--- config.mk ---
export PLATFORM = sky130hd
export DESIGN_NAME = execStage
export DESIGN_NICKNAME = d
export VERILOG_FILES = /design/src/hw/execPkg.sv /design/src/hw/intAlu.sv /design/src/hw/branchCheck.sv /design/src/hw/execCommit.sv /design/src/hw/execStage.sv
export SDC_FILE = /design/constraint.sdc
export NUM_CORES = 2
export LEC_CHECK = 0
export ABC_AREA = 1
export BUFFER_PORTS_ARGS = -buffer_cell sky130_fd_sc_hd__buf_2
export CORE_UTILIZATION = 30
export DETAILED_ROUTE_END_ITERATION = 8
export HOLD_SLACK_MARGIN = 0.06
export PLACE_DENSITY = 0.46
export REMOVE_ABC_BUFFERS = 1
export SETUP_SLACK_MARGIN = 0.4
export SYNTH_ARGS = -nofsm -noshare
export SYNTH_HDL_FRONTEND = slang
export SYNTH_HIERARCHICAL = 1
export SYNTH_SLANG_ARGS = --single-unit
--- constraint.sdc ---
create_clock -name clk -period 8.8 [get_ports clk]
set_input_delay 0.44 -clock clk [delete_from_list [all_inputs] [get_ports clk]]
set_output_delay 0.44 -clock clk [all_outputs]
set_load 0.05 [all_outputs]
--- src/hw/execPkg.sv ---
// Execute stage shared widths, opcodes, function codes, fault causes and instruction formats
package execPkg;

	localparam int DataWidth = 64;
	localparam int IpWidth = 32;
	localparam int StreamWidth = 6;
	localparam int RobIdxWidth = 6;
	localparam int CauseWidth = 16;
	localparam int ImmWidth = 12;

	// ====================
	// Fault causes
	// ====================
	localparam logic [CauseWidth-1:0] FltNone = 16'h0000;
	localparam logic [CauseWidth-1:0] FltChk = 16'h0023;

	// ====================
	// Major opcodes
	// ====================
	typedef enum logic [7:0] {
		R2     = 8'h02,
		ADDI   = 8'h04,
		SUBFI  = 8'h05,
		ANDI   = 8'h08,
		ORI    = 8'h09,
		XORI   = 8'h0A,
		SLTI   = 8'h10,
		SLTUI  = 8'h11,
		SGTI   = 8'h12,
		SGTUI  = 8'h13,
		BYTNDX = 8'h1C,
		CHKI   = 8'h1D,
		BEQ    = 8'h20,
		BNE    = 8'h21,
		BLT    = 8'h22,
		BGE    = 8'h23,
		BLTU   = 8'h24,
		BGEU   = 8'h25,
		JALR   = 8'h28
	} opcodeT;

	// Function field of the R2 register form
	typedef enum logic [5:0] {
		ADD  = 6'h04,
		SUB  = 6'h05,
		AND  = 6'h08,
		OR   = 6'h09,
		XOR  = 6'h0A,
		SLL  = 6'h10,
		SLLI = 6'h11,
		CMP  = 6'h18,
		SEQ  = 6'h20,
		SNE  = 6'h21,
		SLT  = 6'h22,
		SGE  = 6'h23,
		SLTU = 6'h24,
		SGEU = 6'h25
	} funcT;

	// ====================
	// Instruction word
	// ====================
	typedef struct packed {
		funcT       func;
		logic [5:0] rb;
		logic [5:0] ra;
		logic [5:0] rt;
		opcodeT     opcode;
	} regFormT;

	typedef struct packed {
		logic [ImmWidth-1:0] imm;
		logic [5:0]          ra;
		logic [5:0]          rt;
		opcodeT              opcode;
	} immFormT;

	// Both forms share opcode, rt and ra; the top twelve bits are rb/func or imm
	typedef union packed {
		regFormT r;
		immFormT i;
	} instrWordT;

	function automatic logic [DataWidth-1:0] immExt(input instrWordT w);
		return {{(DataWidth-ImmWidth){w.i.imm[ImmWidth-1]}}, w.i.imm};
	endfunction

endpackage

--- src/hw/intAlu.sv ---
// Integer ALU for register and immediate arithmetic, logic, shift, compare and byte index
module intAlu import execPkg::*; (
	input  instrWordT            instr,
	input  logic [DataWidth-1:0] opA,
	input  logic [DataWidth-1:0] opB,
	output logic [DataWidth-1:0] aluResult,
	output logic                 aluHit
);

	logic [DataWidth-1:0] imm;
	logic [7:0] byteKey;
	logic [DataWidth-1:0] byteIdx;
	logic [DataWidth-1:0] cmpResult;

	assign imm = immExt(instr);

	// Func zero searches for the low byte of opB, otherwise the immediate is the key
	assign byteKey = (instr.r.func != 6'd0) ? instr.i.imm[7:0] : opB[7:0];

	// Scan from the top lane down so the lowest matching lane wins
	always_comb begin
		byteIdx = '1;
		for (int lane = 7; lane >= 0; lane--) begin
			if (opA[lane*8 +: 8] == byteKey)
				byteIdx = DataWidth'(lane);
		end
	end

	always_comb begin
		if ($signed(opA) < $signed(opB))
			cmpResult = '1;
		else if (opA == opB)
			cmpResult = '0;
		else
			cmpResult = DataWidth'(1);
	end

	// ====================
	// Result select
	// ====================
	always_comb begin
		aluResult = '0;
		aluHit = 1'b1;
		case (instr.r.opcode)
			R2: begin
				case (instr.r.func)
					ADD:  aluResult = opA + opB;
					SUB:  aluResult = opA - opB;
					AND:  aluResult = opA & opB;
					OR:   aluResult = opA | opB;
					XOR:  aluResult = opA ^ opB;
					SLL:  aluResult = opA << opB[5:0];
					SLLI: aluResult = opA << instr.r.rb;
					CMP:  aluResult = cmpResult;
					SEQ:  aluResult = DataWidth'(opA == opB);
					SNE:  aluResult = DataWidth'(opA != opB);
					SLT:  aluResult = DataWidth'($signed(opA) < $signed(opB));
					SGE:  aluResult = DataWidth'($signed(opA) >= $signed(opB));
					SLTU: aluResult = DataWidth'(opA < opB);
					SGEU: aluResult = DataWidth'(opA >= opB);
					default: aluHit = 1'b0;
				endcase
			end
			ADDI:   aluResult = opA + imm;
			SUBFI:  aluResult = imm - opA;
			ANDI:   aluResult = opA & imm;
			ORI:    aluResult = opA | imm;
			XORI:   aluResult = opA ^ imm;
			SLTI:   aluResult = DataWidth'($signed(opA) < $signed(imm));
			SGTI:   aluResult = DataWidth'($signed(opA) > $signed(imm));
			// Unsigned forms still compare against the sign-extended immediate
			SLTUI:  aluResult = DataWidth'(opA < imm);
			SGTUI:  aluResult = DataWidth'(opA > imm);
			BYTNDX: aluResult = byteIdx;
			default: aluHit = 1'b0;
		endcase
	end

endmodule

--- src/hw/branchCheck.sv ---
// Branch and jump resolution with the immediate bounds-check fault test
module branchCheck import execPkg::*; (
	input  instrWordT            instr,
	input  logic [IpWidth-1:0]   ip,
	input  logic [DataWidth-1:0] opA,
	input  logic [DataWidth-1:0] opC,
	input  logic                 takeBranch,
	input  logic                 predictTaken,
	output logic                 brHit,
	output logic                 chkHit,
	output logic                 chkFault,
	output logic                 redirectNeeded,
	output logic [DataWidth-1:0] linkResult,
	output logic [IpWidth-1:0]   targetIp
);

	logic [DataWidth-1:0] imm;
	logic isBranch;
	logic isJalr;
	logic [IpWidth-1:0] seqIp;
	logic [DataWidth-1:0] jumpSum;
	logic [DataWidth-1:0] branchSum;
	logic [2:0] chkMode;
	logic loLt;
	logic hiLt;
	logic lowOk;
	logic highOk;

	assign imm = immExt(instr);

	always_comb begin
		case (instr.r.opcode)
			BEQ, BNE, BLT, BGE, BLTU, BGEU: isBranch = 1'b1;
			default: isBranch = 1'b0;
		endcase
	end

	assign isJalr = (instr.r.opcode == JALR);
	assign brHit = isBranch | isJalr;

	// ====================
	// Link and target
	// ====================
	assign seqIp = ip + IpWidth'(4);
	assign linkResult = {{(DataWidth-IpWidth){1'b0}}, seqIp};
	assign jumpSum = opA + imm;
	assign branchSum = opC + imm;

	always_comb begin
		if (isJalr)
			targetIp = {jumpSum[IpWidth-1:2], 2'b00};
		else if (takeBranch)
			targetIp = branchSum[IpWidth-1:0];
		else
			targetIp = seqIp;
	end

	// A jump always leaves the predicted path
	assign redirectNeeded = isJalr | (isBranch & (takeBranch != predictTaken));

	// ====================
	// Bounds check
	// ====================
	// Mode bit 2 picks signed compares, bit 0 and bit 1 make the lower and upper bound exclusive
	assign chkHit = (instr.r.opcode == CHKI);
	assign chkMode = instr.r.rt[2:0];

	always_comb begin
		if (chkMode[2]) begin
			loLt = $signed(opC) < $signed(opA);
			hiLt = $signed(opA) < $signed(imm);
		end
		else begin
			loLt = opC < opA;
			hiLt = opA < imm;
		end
	end

	assign lowOk = loLt | (~chkMode[0] & (opC == opA));
	assign highOk = hiLt | (~chkMode[1] & (opA == imm));
	assign chkFault = chkHit & ~(lowOk & highOk);

endmodule

--- src/hw/execCommit.sv ---
// Commit unit that registers the retire record, reorder index, stream tag and redirect
module execCommit import execPkg::*; #(
	parameter int                 RobEntries = 64,
	parameter logic [IpWidth-1:0] ResetIp = 32'hFFFC0000
) (
	input  logic                   clk,
	input  logic                   rst,
	input  logic                   issueValid,
	input  logic [StreamWidth-1:0] streamTag,
	input  logic [CauseWidth-1:0]  causeIn,
	input  logic                   takeBranch,
	input  logic [DataWidth-1:0]   aluResult,
	input  logic                   aluHit,
	input  logic                   brHit,
	input  logic                   chkHit,
	input  logic                   chkFault,
	input  logic                   redirectNeeded,
	input  logic [DataWidth-1:0]   linkResult,
	input  logic [IpWidth-1:0]     targetIp,
	output logic                   retireValid,
	output logic                   retireSquashed,
	output logic                   branchTaken,
	output logic                   redirectValid,
	output logic                   flush,
	output logic [RobIdxWidth-1:0] retireIdx,
	output logic [DataWidth-1:0]   retireResult,
	output logic [CauseWidth-1:0]  retireCause,
	output logic [IpWidth-1:0]     redirectIp,
	output logic [StreamWidth-1:0] exStream
);

	logic [RobIdxWidth-1:0] idxReg;
	logic [RobIdxWidth-1:0] nextIdx;
	logic streamMatch;
	logic faulted;
	logic retires;
	logic doRedirect;
	logic takenNext;
	logic [DataWidth-1:0] resultNext;
	logic [CauseWidth-1:0] causeNext;

	assign nextIdx = (idxReg == RobIdxWidth'(RobEntries - 1)) ? '0 : idxReg + 1'b1;

	assign streamMatch = (streamTag == exStream);
	assign faulted = (causeIn != FltNone);

	// Anything on a stale stream retires, live ones only when some unit claims the opcode
	assign retires = issueValid & (~streamMatch | faulted | chkHit | brHit | aluHit);
	assign doRedirect = issueValid & streamMatch & ~faulted & ~chkHit & brHit & redirectNeeded;

	// ====================
	// Retire priority
	// ====================
	always_comb begin
		resultNext = '0;
		causeNext = FltNone;
		takenNext = 1'b0;
		if (!streamMatch) begin
			resultNext = '0;
		end
		else if (faulted) begin
			causeNext = causeIn;
		end
		else if (chkHit) begin
			if (chkFault)
				causeNext = FltChk;
		end
		else if (brHit) begin
			resultNext = linkResult;
			takenNext = takeBranch;
		end
		else begin
			resultNext = aluResult;
		end
	end

	always_ff @(posedge clk) begin
		if (rst) begin
			idxReg <= '0;
			retireIdx <= '0;
			exStream <= '0;
			retireValid <= 1'b0;
			retireSquashed <= 1'b0;
			branchTaken <= 1'b0;
			redirectValid <= 1'b0;
			// Front end stays flushed until the first cycle out of reset
			flush <= 1'b1;
			redirectIp <= ResetIp;
		end
		else begin
			retireValid <= retires;
			redirectValid <= doRedirect;
			flush <= doRedirect;
			if (retires) begin
				retireIdx <= idxReg;
				idxReg <= nextIdx;
				retireSquashed <= ~streamMatch;
				branchTaken <= takenNext;
			end
			if (doRedirect) begin
				redirectIp <= targetIp;
				exStream <= exStream + 1'b1;
			end
		end
	end

	always_ff @(posedge clk) begin
		if (retires) begin
			retireResult <= resultNext;
			retireCause <= causeNext;
		end
	end

endmodule

--- src/hw/execStage.sv ---
// Scalar execute stage joining the ALU, the branch and check unit and the commit unit
module execStage import execPkg::*; #(
	parameter int                 RobEntries = 64,
	parameter logic [IpWidth-1:0] ResetIp = 32'hFFFC0000
) (
	input  logic                   clk,
	input  logic                   rst,
	input  logic                   issueValid,
	input  instrWordT              instr,
	input  logic [IpWidth-1:0]     ip,
	input  logic [DataWidth-1:0]   opA,
	input  logic [DataWidth-1:0]   opB,
	input  logic [DataWidth-1:0]   opC,
	input  logic [StreamWidth-1:0] streamTag,
	input  logic [CauseWidth-1:0]  causeIn,
	input  logic                   takeBranch,
	input  logic                   predictTaken,
	output logic                   retireValid,
	output logic                   retireSquashed,
	output logic                   branchTaken,
	output logic                   redirectValid,
	output logic                   flush,
	output logic [RobIdxWidth-1:0] retireIdx,
	output logic [DataWidth-1:0]   retireResult,
	output logic [CauseWidth-1:0]  retireCause,
	output logic [IpWidth-1:0]     redirectIp,
	output logic [StreamWidth-1:0] exStream
);

	logic [DataWidth-1:0] aluResult;
	logic aluHit;
	logic brHit;
	logic chkHit;
	logic chkFault;
	logic redirectNeeded;
	logic [DataWidth-1:0] linkResult;
	logic [IpWidth-1:0] targetIp;

	// ====================
	// Parallel units
	// ====================
	intAlu alu0 (
		.instr     (instr),
		.opA       (opA),
		.opB       (opB),
		.aluResult (aluResult),
		.aluHit    (aluHit)
	);

	branchCheck br0 (
		.instr          (instr),
		.ip             (ip),
		.opA            (opA),
		.opC            (opC),
		.takeBranch     (takeBranch),
		.predictTaken   (predictTaken),
		.brHit          (brHit),
		.chkHit         (chkHit),
		.chkFault       (chkFault),
		.redirectNeeded (redirectNeeded),
		.linkResult     (linkResult),
		.targetIp       (targetIp)
	);

	execCommit #(
		.RobEntries (RobEntries),
		.ResetIp    (ResetIp)
	) commit0 (
		.clk            (clk),
		.rst            (rst),
		.issueValid     (issueValid),
		.streamTag      (streamTag),
		.causeIn        (causeIn),
		.takeBranch     (takeBranch),
		.aluResult      (aluResult),
		.aluHit         (aluHit),
		.brHit          (brHit),
		.chkHit         (chkHit),
		.chkFault       (chkFault),
		.redirectNeeded (redirectNeeded),
		.linkResult     (linkResult),
		.targetIp       (targetIp),
		.retireValid    (retireValid),
		.retireSquashed (retireSquashed),
		.branchTaken    (branchTaken),
		.redirectValid  (redirectValid),
		.flush          (flush),
		.retireIdx      (retireIdx),
		.retireResult   (retireResult),
		.retireCause    (retireCause),
		.redirectIp     (redirectIp),
		.exStream       (exStream)
	);

endmodule

==> flow_summary.html <==
<table>
<tr><th>Metric</th><th>Value</th></tr>
<tr><th colspan="2">Outcome</th></tr>
<tr><td>Outcome</td><td>finished with violations</td></tr>
<tr><td>Violations in the final reports</td><td>design-rule violations</td></tr>
<tr><th colspan="2">Critical path</th></tr>
<tr><td>Largest fanout of any net on the critical path</td><td>42</td></tr>
<tr><td>Ordered cell list for the critical path</td><td>buf_2 -&gt; inv_1 -&gt; ha_1 -&gt; inv_1 -&gt; nand2_1 -&gt; nor2_1 -&gt; nand2_1 -&gt; nor3_1 -&gt; nand2_1 -&gt; nand2_1 -&gt; nand2_1 -&gt; nand3_4 -&gt; buf_4 -&gt; nand2_1 -&gt; o21ai_0 -&gt; nand2_1 -&gt; nand2_1 -&gt; a21oi_1</td></tr>
<tr><td>Worst flop-to-flop path startpoint</td><td>commit0/exStream[2]$_SDFFE_PP0P_</td></tr>
<tr><td>Crit path arrival time</td><td>6.32 ns</td></tr>
<tr><td>Startpoint Class</td><td>input pin</td></tr>
<tr><td>Library cell contributing the largest single delay on the critical path</td><td>nor3_1</td></tr>
<tr><td>Maximum single-stage delay on the critical path</td><td>0.94 ns</td></tr>
<tr><td>Dominant cell type by count on the critical path</td><td>nand2_1</td></tr>
<tr><td>Path type of the worst setup path</td><td>in2reg</td></tr>
<tr><td>CP Capture Type</td><td>flip-flop</td></tr>
<tr><td>Worst setup startpoint</td><td>opA[49]</td></tr>
<tr><td>Data required time of the worst path</td><td>~9 ns</td></tr>
<tr><th colspan="2">Die</th></tr>
<tr><td>Initial cell density of the core</td><td>30.2%</td></tr>
<tr><td>Die outline height</td><td>405 microns</td></tr>
<tr><td>Die extent in x</td><td>405 microns</td></tr>
<tr><td>Site Rows</td><td>about 150</td></tr>
<tr><td>Core area</td><td>between 0.15 and 0.2 sq mm</td></tr>
<tr><td>Number of top-level design ports</td><td>just over 400</td></tr>
<tr><td>Die Outline Area</td><td>0.164 sq mm</td></tr>
<tr><th colspan="2">Pwr</th></tr>
<tr><td>Sequential share of power</td><td>around 15%</td></tr>
<tr><td>Clock network fraction of design power</td><td>17.6%</td></tr>
<tr><td>Switching Fraction</td><td>58.9%</td></tr>
<tr><td>P per Cell Area</td><td>84.8 mW/mm^2</td></tr>
<tr><td>Net switching power figure</td><td>~2.7 mW</td></tr>
<tr><td>Cell-internal power</td><td>1.86 mW</td></tr>
<tr><td>Portion of total power attributed to combinational logic</td><td>67.1%</td></tr>
<tr><td>Cell leakage power</td><td>28.0 nW</td></tr>
<tr><td>Max IR drop VDD</td><td>0.142 mV</td></tr>
<tr><td>Overall power consumption</td><td>between 4 and 5 mW</td></tr>
<tr><th colspan="2">STA</th></tr>
<tr><td>Maximum clock frequency</td><td>0.163 GHz</td></tr>
<tr><td>Final-layout setup total negative slack</td><td>0 ns</td></tr>
<tr><td>Final setup violating endpoints</td><td>0</td></tr>
<tr><td>Number of pins with negative max-slew slack in the final report</td><td>0</td></tr>
<tr><td>Worst Skew</td><td>0.0187 ns</td></tr>
<tr><td>Worst slew pin tran</td><td>1.44 ns</td></tr>
<tr><td>Final hold vios</td><td>0</td></tr>
<tr><td>Unrepaired setup endpoints after global routing</td><td>false</td></tr>
<tr><td>Worst slew margin relative to its limit</td><td>under 10%</td></tr>
<tr><td>Hold_ws</td><td>0.271 ns</td></tr>
<tr><td>Final Critical Period</td><td>between 6 and 7 ns</td></tr>
<tr><td>Period utilisation layout</td><td>69.7%</td></tr>
<tr><th colspan="2">Synthesis</th></tr>
<tr><td>Post-Synthesis Mean Instance Area</td><td>5.35 sq um</td></tr>
<tr><td>Share of synthesized cell area in and, or, nand and nor gates</td><td>~43%</td></tr>
<tr><td>Leading post-synthesis cells by cell area</td><td>nand2_1 (20%), ha_1 (17%), nand3_1 (11%)</td></tr>
<tr><td>Post-synth EDFFs</td><td>80</td></tr>
<tr><td>Synthesized cell area</td><td>just under 0.05 sq mm</td></tr>
<tr><td>Fraction of synthesized area in multiplexers</td><td>0%</td></tr>
<tr><td>Area share of the leading cell type in the synthesized netlist</td><td>19.8%</td></tr>
<tr><td>Netlist cell types</td><td>69</td></tr>
<tr><td>Syn. warnings</td><td>6</td></tr>
<tr><td>Register area share after synthesis</td><td>7.21%</td></tr>
<tr><td>FF+latch count, synth</td><td>135</td></tr>
<tr><td>Synth Area in Compound Gates</td><td>17.5%</td></tr>
<tr><td>Main combinational cell family by area after synthesis</td><td>simple AND/OR/NAND/NOR gates</td></tr>
<tr><td>Cell taking the most area after synthesis</td><td>nand2_1</td></tr>
<tr><td>XOR/XNOR share of the synthesized area</td><td>1.64%</td></tr>
<tr><td>Most instantiated flip-flop cell in the synthesis netlist</td><td>edfxtp_1</td></tr>
<tr><td>Number of instances in the synthesized netlist</td><td>9082</td></tr>
<tr><td>Post-synth ARST share</td><td>0%</td></tr>
<tr><td>Synth Area in Adders</td><td>between 10% and 20%</td></tr>
<tr><th colspan="2">Drt</th></tr>
<tr><td>Iteration-0 DRC Markers</td><td>about 8500</td></tr>
<tr><td>Routed Antenna Nets</td><td>0</td></tr>
<tr><td>Post-route DRC violation count</td><td>1</td></tr>
<tr><td>Post-detailed-routing wire length</td><td>315 mm</td></tr>
<tr><td>Number of vias per cell</td><td>roughly 5.6</td></tr>
<tr><td>Routed length per instance</td><td>between 20 and 30 microns</td></tr>
<tr><td>Overall via count from detail_route</td><td>about 64000</td></tr>
<tr><td>Pre-antenna DRT Iters</td><td>9</td></tr>
<tr><th colspan="2">Cells and area</th></tr>
<tr><td>Nets@finish</td><td>10200</td></tr>
<tr><td>Layout cells sized above 1</td><td>6.83%</td></tr>
<tr><td>Growth of design area from synthesis to finish</td><td>9.51%</td></tr>
<tr><td>FILL cells</td><td>18800</td></tr>
<tr><th colspan="2">GRT</th></tr>
<tr><td>Pin count of the biggest net entering global routing</td><td>87</td></tr>
<tr><td>Overall routing resource usage</td><td>36.8%</td></tr>
<tr><td>Antenna violations before repair</td><td>24</td></tr>
<tr><td>Number of global-route vias before repair</td><td>58200</td></tr>
<tr><td>Global-route wire length before repair</td><td>429 mm</td></tr>
<tr><td>Final global-route overflow total</td><td>0</td></tr>
<tr><th colspan="2">Clock tree</th></tr>
<tr><td>Max Root-Sink Buffers</td><td>2</td></tr>
<tr><td>H-tree levels</td><td>4</td></tr>
<tr><td>TritonCTS clock tree</td><td>yes</td></tr>
<tr><td>Count of buffers added by post-CTS timing repair for setup</td><td>0</td></tr>
<tr><td>Cells resized by post-CTS repair</td><td>0</td></tr>
<tr><td>CTS Buf Count</td><td>17</td></tr>
<tr><td>Clk pin slew, worst setup/hold paths</td><td>0.07 ns</td></tr>
<tr><td>Count of hold buffers inserted by post-cts repair</td><td>0</td></tr>
<tr><td>Root buffer cell</td><td>clkbuf_16</td></tr>
<tr><td>Clock Sink Count</td><td>135</td></tr>
<tr><td>Clock Latency Late Sink</td><td>0.48 ns</td></tr>
<tr><th colspan="2">Place</th></tr>
<tr><td>Total of buffers placed on input and output ports</td><td>402</td></tr>
<tr><td>DP HPWL</td><td>261 mm</td></tr>
<tr><td>RePlAce Congestion</td><td>1.12</td></tr>
<tr><th colspan="2">Job</th></tr>
<tr><td>Max Cap Violations</td><td>0</td></tr>
<tr><th colspan="2">Min path</th></tr>
<tr><td>Hold path startpoint</td><td>rst</td></tr>
<tr><td>Classification of the worst-slack hold path</td><td>in2reg</td></tr>
</table>
## through the flow
step,std cells,setup WS [ns],cell area (sq um),util (%)
after floorplan,8790,2.81,47200,-
after global placement,11400,2.75,52600,32.7
after detailed placement,11400,2.67,52600,32.7
after CTS,11500,3.16,53200,33.1
after global routing,11500,2.65,53200,33.1
final,11500,2.67,53200,33.1
## worst max-delay path, delay by kind of cell
| kind | cells | cell delay, ns |
|---|---|---|
| compound gates | 2 | 0.91 |
| buf+inv | 4 | 1.44 |
| simple gates | 11 | 2.93 |
| fa+ha+maj | 1 | 0.56 |
## metal layers
metal,wire length [microns],part of all wire [%],global-route usage (%),vias to the layer above
li1,-,-,-,29800
met1,136000,43,50.7,30500
met2,130000,41,54.3,3486
met3,30500,9.7,6.14,553
met4,19000,6.0,19.4,8
met5,60,0.019,0,-
## power by group through the flow
stage,clock [mW],sequential [mW],combinational [mW]
global placement,0,0.704,2.90
finish,0.796,0.689,3.03
CTS,0.826,0.689,2.91
detailed placement,0,0.704,2.90
floorplan,0,0.759,1.66
global route,0.840,0.691,3.23
## placed cells by master (no fill, tap or decap), drive strengths merged, types with 8 or more instances in the layout
cell type  Yosys  final
o21bai        53     53
a21boi        12     12
o22a          13     13
nor2        1029   1029
nor4          39     39
xor2          72     72
dfxtp         55     55
nor3         103    103
a21oi        709    709
nand2       2588   2588
a211oi         8      8
or2           23     23
a221oi        34     34
a31oi         10     10
buf          136    471
o21a          42     42
o21ai        487    487
conb           1     32
edfxtp        80     80
clkbuf       187     17
inv         1377   1387
clkinv         9     13
and3          10     10
o2111ai       11     11
ha           641    641
o221ai         9      9
nand3b        15     15
nand4        107    107
o211ai        27     27
xnor2         18     18
o22ai         74     74
a21o          26     26
nand3       1048   1048
## Yosys cell counts (all sizes together) (72+ instances only)
cell type and count:
nand4 107, edfxtp 80, a21oi 709, inv 1377
clkbuf 187, nor2 1029, ha 641, nor3 103
o22ai 74, o21ai 487, nand2 2588, nand3 1048
xor2 72, buf 136
## cell type report
| type | count | area [sq um] | share of cell area, % |
|---|---|---|---|
| Clock buffer | 17 | 425 | 0.799 |
| Sequential cell | 135 | 3500 | 6.58 |
| Tap cell | 2160 | 2700 | 5.08 |
| Antenna cell | 7 | 17.5 | 0.0329 |
| Inverter | 1386 | 5210 | 9.79 |
| Multi-Input combinational cell | 7269 | 38600 | 72.6 |
| Clock inverter | 15 | 198 | 0.371 |
| Timing Repair Buffer | 471 | 2540 | 4.76 |
## kinds of logic after synthesis
| logic type | Yosys count |
|---|---|
| AND/OR/NAND/NOR | 4975 |
| AO/OA/AOI/OAI | 1526 |
| buffers and inverters | 1709 |
| other | 1 |
| adder cells (fa/ha/maj) | 646 |
| flip-flops | 135 |
| XOR/XNOR | 90 |
## path summary, 6_finish.rpt
check | slack, ns | cells after the start | endpoint
min | 0.27 | 2 | commit0/idxReg[4]$_SDFFE_PP0P_
max | 2.67 | 18 | commit0/retireResult[30]$_SDFFCE_PP0P_
min reg2reg | 0.47 | 2 | commit0/retireIdx[0]$_SDFFE_PP0P_
max reg2reg | 6.13 | 9 | commit0/retireResult[53]$_SDFFCE_PP0P_
## state kept, by name, indices dropped and copies added (netlist names), 6 cells and up
| name | count |
|---|---|
| commit0/retireResult | 64 |
| commit0/redirectIp | 32 |
| commit0/retireCause | 16 |
| commit0/exStream | 6 |
| commit0/idxReg | 6 |
| commit0/retireIdx | 6 |
(Power assumes the default switching activity.)
